[src/logic/runner_pkg.sv]
package runner_pkg;

    typedef enum logic [1:0] {
        waiting,
        running,
        crashed,
        restarting
    } state_t;

    localparam int coord_w = 12;
    localparam int speed_w = 15;
    localparam int life_w = 4;
    localparam int rate_w = 6;

    // Rectangle on the sprite sheet or on screen
    typedef struct packed {
        logic [coord_w-1:0] x;
        logic [coord_w-1:0] y;
        logic [coord_w-1:0] w;
        logic [coord_w-1:0] h;
    } sprite_t;

    // Game speed is held in 1/1024 of a pixel per frame
    localparam int speed_scale = 1024;

    localparam int start_speed = 6 * speed_scale;
    localparam int slow_start_speed = 4 * speed_scale;

    localparam int max_speed = 13 * speed_scale;
    localparam int slow_max_speed = 9 * speed_scale;

    localparam int acceleration = 1;

    localparam int max_night_rate = 63;

    // Lives part of the HUD
    localparam int hud_slots = 5;

    localparam int life_src_x = 1540;
    localparam int multiply_src_x = 1571;
    localparam int digit_src_x = 1294;
    localparam int digit_src_w = 20;

    localparam int life_x = 22;
    localparam int life_w_px = 31;
    localparam int multiply_x = 53;
    localparam int life_num_x = 75;

    localparam int default_fps = 60;
    localparam int default_lives = 9;
    localparam int default_clear_frames = 180;
    localparam int default_restart_frames = 60;
    localparam int default_fade_frames = 720;

endpackage

[src/logic/collision_check.sv]
module collision_check #(
    parameter int trex_boxes = 2,
    parameter int obstacle_boxes = 2
) (
    input  logic                           clk,
    input  logic                           rst,
    input  logic [runner_pkg::coord_w-1:0] trex_box_x [trex_boxes],
    input  logic [runner_pkg::coord_w-1:0] trex_box_y [trex_boxes],
    input  logic [runner_pkg::coord_w-1:0] trex_box_w [trex_boxes],
    input  logic [runner_pkg::coord_w-1:0] trex_box_h [trex_boxes],
    input  logic [runner_pkg::coord_w-1:0] obstacle_box_x [obstacle_boxes],
    input  logic [runner_pkg::coord_w-1:0] obstacle_box_y [obstacle_boxes],
    input  logic [runner_pkg::coord_w-1:0] obstacle_box_w [obstacle_boxes],
    input  logic [runner_pkg::coord_w-1:0] obstacle_box_h [obstacle_boxes],
    output logic                           hit
);
    import runner_pkg::*;

    logic overlap;

    // One axis: each span starts before the other one ends
    function automatic logic spans_overlap(
        input logic [coord_w-1:0] a_pos,
        input logic [coord_w-1:0] a_len,
        input logic [coord_w-1:0] b_pos,
        input logic [coord_w-1:0] b_len
    );
        logic [coord_w:0] a_end;
        logic [coord_w:0] b_end;
        a_end = a_pos + a_len;
        b_end = b_pos + b_len;
        return (a_pos < b_end) && (b_pos < a_end);
    endfunction

    always_comb begin
        overlap = 1'b0;
        for (int i = 0; i < trex_boxes; i++) begin
            for (int j = 0; j < obstacle_boxes; j++) begin
                if (spans_overlap(trex_box_x[i], trex_box_w[i],
                                  obstacle_box_x[j], obstacle_box_w[j]) &&
                    spans_overlap(trex_box_y[i], trex_box_h[i],
                                  obstacle_box_y[j], obstacle_box_h[j])) begin
                    overlap = 1'b1;
                end
            end
        end
    end

    always_ff @(posedge clk) begin
        if (rst) begin
            hit <= 1'b0;
        end else begin
            hit <= overlap;
        end
    end

endmodule

[src/logic/frame_tick.sv]
module frame_tick #(
    parameter int fps = runner_pkg::default_fps,
    localparam int frame_w = (fps > 1) ? $clog2(fps) : 1
) (
    input  logic               clk,
    input  logic               rst,
    input  logic               painter_finished,
    output logic               update,
    output logic [frame_w-1:0] frame_count
);

    logic painter_last;

    always_ff @(posedge clk) begin
        if (rst) begin
            painter_last <= 1'b0;
            update <= 1'b0;
            frame_count <= '0;
        end else begin
            painter_last <= painter_finished;
            // One game step per finished paint
            update <= painter_finished && !painter_last;

            if (update) begin
                if (frame_count == frame_w'(fps - 1)) begin
                    frame_count <= '0;
                end else begin
                    frame_count <= frame_count + 1'b1;
                end
            end
        end
    end

endmodule

[src/logic/game_fsm.sv]
module game_fsm #(
    parameter int lives = runner_pkg::default_lives,
    parameter int restart_frames = runner_pkg::default_restart_frames
) (
    input  logic                          clk,
    input  logic                          rst,
    input  logic                          update,
    input  logic                          hit,
    input  logic                          jumping,
    output runner_pkg::state_t            state,
    output logic [runner_pkg::life_w-1:0] life,
    output logic                          restart,
    output logic                          start_pulse
);
    import runner_pkg::*;

    localparam int delay_w = $clog2(restart_frames + 1);

    logic hit_last;
    logic hit_pending;
    logic jumping_last;
    logic jump_edge;
    logic [delay_w-1:0] restart_timer;

    assign jump_edge = jumping && !jumping_last;
    assign start_pulse = (state == waiting) && update && jumping;
    assign restart = (state == restarting);

    always_ff @(posedge clk) begin
        if (rst) begin
            state <= waiting;
            life <= life_w'(lives);
            hit_last <= 1'b0;
            hit_pending <= 1'b0;
            jumping_last <= 1'b0;
            restart_timer <= '0;
        end else begin
            hit_last <= hit;
            jumping_last <= jumping;

            // A new overlap costs a life on the next game step
            if (update && hit_pending) begin
                hit_pending <= 1'b0;
            end
            if (hit && !hit_last && state == running) begin
                hit_pending <= 1'b1;
            end

            case (state)
                waiting: begin
                    if (start_pulse) begin
                        state <= running;
                    end
                end
                running: begin
                    if (update && hit_pending) begin
                        life <= life - 1'b1;
                        if (life == life_w'(1)) begin
                            state <= crashed;
                        end
                    end
                end
                crashed: begin
                    if (update && restart_timer < delay_w'(restart_frames)) begin
                        restart_timer <= restart_timer + 1'b1;
                    end
                    // Jump again to restart, only after the delay
                    if (restart_timer == delay_w'(restart_frames) && jump_edge) begin
                        state <= restarting;
                    end
                end
                restarting: begin
                    life <= life_w'(lives);
                    restart_timer <= '0;
                    hit_pending <= 1'b0;
                    if (!jumping) begin
                        state <= waiting;
                    end
                end
                default: state <= waiting;
            endcase
        end
    end

endmodule

[src/logic/life_hud.sv]
module life_hud (
    input  logic                           clk,
    input  logic                           rst,
    input  logic [runner_pkg::life_w-1:0]  life,
    output logic                           slot_visible [runner_pkg::hud_slots],
    output logic [runner_pkg::coord_w-1:0] slot_src_x [runner_pkg::hud_slots],
    output logic [runner_pkg::coord_w-1:0] slot_dst_x [runner_pkg::hud_slots]
);
    import runner_pkg::*;

    logic next_visible [hud_slots];
    logic [coord_w-1:0] next_src_x [hud_slots];
    logic [coord_w-1:0] next_dst_x [hud_slots];

    always_comb begin
        for (int i = 0; i < hud_slots; i++) begin
            next_visible[i] = 1'b0;
            next_src_x[i] = '0;
            next_dst_x[i] = '0;
        end

        if (life > hud_slots) begin
            // Icon, multiply sign and a single digit
            next_visible[0] = 1'b1;
            next_src_x[0] = coord_w'(life_src_x);
            next_dst_x[0] = coord_w'(life_x);

            next_visible[1] = 1'b1;
            next_src_x[1] = coord_w'(multiply_src_x);
            next_dst_x[1] = coord_w'(multiply_x);

            next_visible[2] = 1'b1;
            next_src_x[2] = coord_w'(digit_src_x + life * digit_src_w);
            next_dst_x[2] = coord_w'(life_num_x);
        end else begin
            // Few lives left, one icon each
            for (int i = 0; i < hud_slots; i++) begin
                if (i < life) begin
                    next_visible[i] = 1'b1;
                    next_src_x[i] = coord_w'(life_src_x);
                    next_dst_x[i] = coord_w'(life_x + i * life_w_px);
                end
            end
        end
    end

    always_ff @(posedge clk) begin
        if (rst) begin
            for (int i = 0; i < hud_slots; i++) begin
                slot_visible[i] <= 1'b0;
            end
        end else begin
            slot_visible <= next_visible;
        end
    end

    always_ff @(posedge clk) begin
        slot_src_x <= next_src_x;
        slot_dst_x <= next_dst_x;
    end

endmodule

[src/logic/night_fade.sv]
module night_fade #(
    parameter int fade_frames = runner_pkg::default_fade_frames
) (
    input  logic                          clk,
    input  logic                          rst,
    input  logic                          update,
    input  logic                          restart,
    input  runner_pkg::state_t            state,
    input  logic                          invert_trigger,
    output logic [runner_pkg::rate_w-1:0] night_rate
);
    import runner_pkg::*;

    localparam int fade_w = $clog2(fade_frames + 1);

    logic inverted;
    logic [fade_w-1:0] fade_timer;

    always_ff @(posedge clk) begin
        if (rst || restart) begin
            inverted <= 1'b0;
            fade_timer <= '0;
            night_rate <= '0;
        end else begin
            if (state == running && !inverted && invert_trigger) begin
                inverted <= 1'b1;
            end else if (update && state == running && inverted) begin
                // Night lasts a fixed number of running frames
                if (fade_timer == fade_w'(fade_frames - 1)) begin
                    inverted <= 1'b0;
                    fade_timer <= '0;
                end else begin
                    fade_timer <= fade_timer + 1'b1;
                end
            end

            if (update) begin
                if (inverted && night_rate < rate_w'(max_night_rate)) begin
                    night_rate <= night_rate + 1'b1;
                end else if (!inverted && night_rate != '0) begin
                    night_rate <= night_rate - 1'b1;
                end
            end
        end
    end

endmodule

[src/logic/runner_top.sv]
module runner_top #(
    parameter int fps = runner_pkg::default_fps,
    parameter int lives = runner_pkg::default_lives,
    parameter int clear_frames = runner_pkg::default_clear_frames,
    parameter int restart_frames = runner_pkg::default_restart_frames,
    parameter int fade_frames = runner_pkg::default_fade_frames,
    parameter int trex_boxes = 2,
    parameter int obstacle_boxes = 2
) (
    input  logic                           clk,
    input  logic                           rst,
    input  logic                           slow,
    input  logic                           jumping,
    input  logic                           painter_finished,
    input  logic                           invert_trigger,
    input  logic [runner_pkg::coord_w-1:0] trex_box_x [trex_boxes],
    input  logic [runner_pkg::coord_w-1:0] trex_box_y [trex_boxes],
    input  logic [runner_pkg::coord_w-1:0] trex_box_w [trex_boxes],
    input  logic [runner_pkg::coord_w-1:0] trex_box_h [trex_boxes],
    input  logic [runner_pkg::coord_w-1:0] obstacle_box_x [obstacle_boxes],
    input  logic [runner_pkg::coord_w-1:0] obstacle_box_y [obstacle_boxes],
    input  logic [runner_pkg::coord_w-1:0] obstacle_box_w [obstacle_boxes],
    input  logic [runner_pkg::coord_w-1:0] obstacle_box_h [obstacle_boxes],
    output runner_pkg::state_t             game_state,
    output logic [runner_pkg::speed_w-1:0] speed,
    output logic                           has_obstacles,
    output logic [runner_pkg::life_w-1:0]  life,
    output logic [runner_pkg::rate_w-1:0]  night_rate,
    output logic                           slot_visible [runner_pkg::hud_slots],
    output logic [runner_pkg::coord_w-1:0] slot_src_x [runner_pkg::hud_slots],
    output logic [runner_pkg::coord_w-1:0] slot_dst_x [runner_pkg::hud_slots]
);

    localparam int frame_w = (fps > 1) ? $clog2(fps) : 1;

    logic update;
    logic [frame_w-1:0] frame_count;
    logic hit;
    logic restart;
    logic start_pulse;

    frame_tick #(
        .fps(fps)
    ) u_frame_tick (
        .clk(clk),
        .rst(rst),
        .painter_finished(painter_finished),
        .update(update),
        .frame_count(frame_count)
    );

    collision_check #(
        .trex_boxes(trex_boxes),
        .obstacle_boxes(obstacle_boxes)
    ) u_collision_check (
        .clk(clk),
        .rst(rst),
        .trex_box_x(trex_box_x),
        .trex_box_y(trex_box_y),
        .trex_box_w(trex_box_w),
        .trex_box_h(trex_box_h),
        .obstacle_box_x(obstacle_box_x),
        .obstacle_box_y(obstacle_box_y),
        .obstacle_box_w(obstacle_box_w),
        .obstacle_box_h(obstacle_box_h),
        .hit(hit)
    );

    game_fsm #(
        .lives(lives),
        .restart_frames(restart_frames)
    ) u_game_fsm (
        .clk(clk),
        .rst(rst),
        .update(update),
        .hit(hit),
        .jumping(jumping),
        .state(game_state),
        .life(life),
        .restart(restart),
        .start_pulse(start_pulse)
    );

    speed_ramp #(
        .fps(fps),
        .clear_frames(clear_frames)
    ) u_speed_ramp (
        .clk(clk),
        .rst(rst),
        .update(update),
        .start_pulse(start_pulse),
        .restart(restart),
        .state(game_state),
        .slow(slow),
        .frame_count(frame_count),
        .speed(speed),
        .has_obstacles(has_obstacles)
    );

    night_fade #(
        .fade_frames(fade_frames)
    ) u_night_fade (
        .clk(clk),
        .rst(rst),
        .update(update),
        .restart(restart),
        .state(game_state),
        .invert_trigger(invert_trigger),
        .night_rate(night_rate)
    );

    life_hud u_life_hud (
        .clk(clk),
        .rst(rst),
        .life(life),
        .slot_visible(slot_visible),
        .slot_src_x(slot_src_x),
        .slot_dst_x(slot_dst_x)
    );

endmodule

[src/logic/speed_ramp.sv]
module speed_ramp #(
    parameter int fps = runner_pkg::default_fps,
    parameter int clear_frames = runner_pkg::default_clear_frames,
    localparam int frame_w = (fps > 1) ? $clog2(fps) : 1
) (
    input  logic                           clk,
    input  logic                           rst,
    input  logic                           update,
    input  logic                           start_pulse,
    input  logic                           restart,
    input  runner_pkg::state_t             state,
    input  logic                           slow,
    input  logic [frame_w-1:0]             frame_count,
    output logic [runner_pkg::speed_w-1:0] speed,
    output logic                           has_obstacles
);
    import runner_pkg::*;

    localparam int clear_w = $clog2(clear_frames + 1);

    logic [clear_w-1:0] clear_timer;
    logic [speed_w-1:0] speed_cap;
    logic step_ok;

    always_comb begin
        speed_cap = slow ? speed_w'(slow_max_speed) : speed_w'(max_speed);
        // Half the acceleration in slow mode
        step_ok = !slow || !frame_count[0];
    end

    always_ff @(posedge clk) begin
        if (rst || restart) begin
            speed <= '0;
            clear_timer <= '0;
            has_obstacles <= 1'b0;
        end else if (start_pulse) begin
            speed <= slow ? speed_w'(slow_start_speed) : speed_w'(start_speed);
        end else if (update && state == running) begin
            if (step_ok && speed + acceleration <= speed_cap) begin
                speed <= speed + speed_w'(acceleration);
            end

            // Keep the track empty for the first frames
            if (!has_obstacles) begin
                if (clear_timer == clear_w'(clear_frames - 1)) begin
                    has_obstacles <= 1'b1;
                end else begin
                    clear_timer <= clear_timer + 1'b1;
                end
            end
        end
    end

endmodule

[config.mk]
export PLATFORM = sky130hd
export DESIGN_NAME = runner_top
export DESIGN_NICKNAME = d
export VERILOG_FILES = /design/src/logic/runner_pkg.sv /design/src/logic/collision_check.sv /design/src/logic/frame_tick.sv /design/src/logic/game_fsm.sv /design/src/logic/life_hud.sv /design/src/logic/night_fade.sv /design/src/logic/runner_top.sv /design/src/logic/speed_ramp.sv
export SDC_FILE = /design/constraint.sdc
export NUM_CORES = 1
export LEC_CHECK = 0
export BUFFER_PORTS_ARGS = -buffer_cell sky130_fd_sc_hd__buf_4
export CORE_MARGIN = 2
export CORE_UTILIZATION = 55
export DETAILED_ROUTE_END_ITERATION = 10
export HOLD_SLACK_MARGIN = 0.15
export PLACE_DENSITY = 0.91
export RECOVER_POWER = 100
export SLEW_MARGIN = 20
export SYNTH_ARGS = -nofsm -noshare
export SYNTH_HDL_FRONTEND = slang
export SYNTH_SLANG_ARGS = --single-unit
[constraint.sdc]
create_clock -name clk -period 5.1 [get_ports clk]
set_clock_uncertainty 0.1 [all_clocks]
set_input_delay 0.51 -clock clk [delete_from_list [all_inputs] [get_ports clk]]
set_output_delay 0.51 -clock clk [all_outputs]
set_load 0.1 [all_outputs]
==> reports/metrics.cfg <==
[status]
status=complete, no violations

[grt]
antenna_found_initial=1
grt_pass1_vias=11529
grt_max_degree=21
grt_usage=0.289
grt_overflow_total=0
grt_pass1_wl_mm=56.4

[yosys]
avgSynthCellArea_um2=8.15
synth_edf_count=0
yosys_warnings=0
synth_flop_cell=dfxtp_1
synth_seq_cells=86
async_flop_share=0
synth_area_leader_cell=ha_1
synthTopCellsByArea=ha_1 27%, dfxtp_1 14%, buf_4 6.3%
synth.top_cell.area_share=0.275
syn_area_mm2=0.0123
synth_seq_area_share=0.140
yosysUniqueCellTypes=73
netlist_instances=1513

[place]
place_area_mm2=0.0142
portBuffers=276
dp_slack_ns=0.688
gp_congestion=0.941
place.detailed.hpwl_mm=30.5

[sta]
tightest_slew_ns=1.23
period_share=0.824
finalHoldViolCount=0
maxSlewHeadroom=0.182
fmax_mhz=238
worst_slack_ns=0.897
period_needed_ns=4.20
whs_ns=0.289
finalMaxSlewViolations=0
final.setup.tns_ns=0
setup_viol=0
rsz0062_at_grt=false

[clock_network]
clk-insertion-delay-late_ns=0.33
clk_pin_slew_ns=0.06
root_buffer=clkbuf_16
postCtsHoldBufs=0
cts_tree=yes
postCtsSetupRepairBufs=0
cts_sinks=86
clk_path_buf_depth=2
htreeDepth=3
cts-resized-gates=0
numCtsBuffers=9

[routing]
first_pass_iters=5
wl_mm=35.7
vias=12155
drt-vias-per-instance=5.96
post_drt_wl_per_cell_um=17.5
drt_iter0_markers=759
antenna_left=0
drc=0

[die]
dieArea_mm2=0.0236
ios=351
fp.dieW_um=154
rows=54
die_h_um=154
core_area_mm2=0.0219
start_util=0.564

[cells_and_area]
most-common-layout-cells=271 x ha_1, 196 x buf_4, 132 x nor2_1
final_area_mm2=0.0142
postLayoutCoreUtil=0.647
synthToLayoutAreaGrowth_pct=14.8
final_common_cell=ha_1
drive_gt1_frac=0.127
final_nets=2232

[critical_path]
critPathLaunchType=input pin
crit_chain=clkbuf_1 > ha_1 > inv_1 > fa_1 > nor2b_1 > o31a_1 > o21a_1 > nor2_1 > o21bai_1 > a21oi_1 > xor2_1 > ha_1 > nor2_1 > a21oi_1 > a21boi_0 > a21oi_1 > maj3_1 > a2111oi_0 > a2111oi_0 > nand3_1 > nand4_1
worstPathRequired_ns=5.21
path_class=in2reg
slowest_delay_ns=0.63
path_buf_inv=2
crit_family=compound AO/OA/AOI/OAI gates
cp_common_cell=a21oi_1
cp_max_fo=3
cp.arrival_ns=4.32
endpoint_kind=register
regToRegSetupSlack_ns=0.90
cpMaxStageDelayCell=a2111oi_0

[power_and_ir_drop]
power.density_mw_per_mm2=229
p_leak_nw=6.71
peakVddDrop_uv=245

[hold_path]
hold_path_class=reg2reg

[flow_run]
drv_cap=0

==> power breakdown <==
part | leakage [nW] | internal, W | switching, W
combinational | 5.87 | 0.000718 | 0.00117
clock | 0.146 | 0.000378 | 0.000258
sequential | 0.696 | 0.000694 | 0.0000244
==> path summary, 6_finish.rpt <==
check,startpoint,to,depth (start not counted)
max,obstacle_box_x[0],u_collision_check.hit$_SDFF_PP0_,21
min,u_frame_tick.painter_last$_SDFF_PP0_,u_frame_tick.update$_SDFF_PP0_,1
max reg2reg,u_speed_ramp.speed[0]$_SDFFE_PP0P_,u_speed_ramp.speed[11]$_SDFFE_PP0P_,12
min reg2reg,u_frame_tick.painter_last$_SDFF_PP0_,u_frame_tick.update$_SDFF_PP0_,1
==> cells by family (layout without fill, tap and decap cells) <==
kind of cell / count (synthesis) / count (layout) / synth area share
simple gates: 427 / 427 / 0.169
compound gates: 396 / 396 / 0.212
fa+ha+maj: 286 / 286 / 0.295
buf+inv: 187 / 359 / 0.0893
xor+xnor: 116 / 116 / 0.0824
flops: 86 / 86 / 0.140
mux: 14 / 14 / 0.0118
other cells: 1 / 75 / 0.000304
==> metal layers <==
| layer | vias up | GRT usage | routed length, um |
|---|---|---|---|
| met4 | 0 | 0.105 | 1470 |
| met3 | 112 | 0.0572 | 2860 |
| met2 | 535 | 0.513 | 16800 |
| met1 | 5624 | 0.344 | 14500 |
| met5 | - | 0 | 0 |
| li1 | 5884 | - | - |
==> cell usage after synthesis (13+ instances only) <==
library cell / instances
nand4_1: 28
clkbuf_1: 13
a21oi_1: 95
and3_1: 16
nor2_1: 132
nor3_1: 29
a31oi_1: 19
o21a_1: 17
o2111ai_1: 14
ha_1: 271
or3_1: 14
o211ai_1: 13
nand2_1: 87
buf_4: 104
o21bai_1: 13
nor2b_1: 23
xnor2_1: 46
a21o_1: 46
xor2_1: 70
inv_1: 66
nand3_1: 39
dfxtp_1: 86
nand2b_1: 28
o21ai_0: 75
a211oi_1: 22
==> state kept, by name, summed over array words and instances, names as in the netlist <==
signal	cells
u_speed_ramp.speed	15
u_life_hud.slot_src_x	14
u_night_fade.fade_timer	10
u_speed_ramp.clear_timer	8
u_frame_tick.frame_count	6
u_game_fsm.restart_timer	6
u_night_fade.night_rate	6
u_life_hud.slot_visible	5
u_game_fsm.life	4
u_game_fsm.state	2
u_life_hud.slot_dst_x	2
u_collision_check.hit	1
u_frame_tick.painter_last	1
u_frame_tick.update	1
u_game_fsm.hit_last	1
u_game_fsm.hit_pending	1
u_game_fsm.jumping_last	1
u_night_fade.inverted	1
u_speed_ramp.has_obstacles	1
==> through the flow <==
| stage | total power, W | cells |
|---|---|---|
| after CTS | 0.00324 | 2038 |
| after global placement | 0.00253 | 2022 |
| final | 0.00325 | 2039 |
| after detailed placement | 0.00260 | 2022 |
| after global routing | 0.00349 | 2039 |
| after floorplan | 0.00216 | 1586 |
==> layout make-up <==
cell class	instances	area, um^2
Multi-Input combinational cell	1313	9780
Fill cell	1916	7730
Timing Repair Buffer	277	1780
Sequential cell	86	1720
Tap cell	280	350
Inverter	66	248
Clock buffer	10	229
Clock inverter	6	62.6
Antenna cell	1	2.50
No activity file was read; power rests on OpenSTA's default activity.
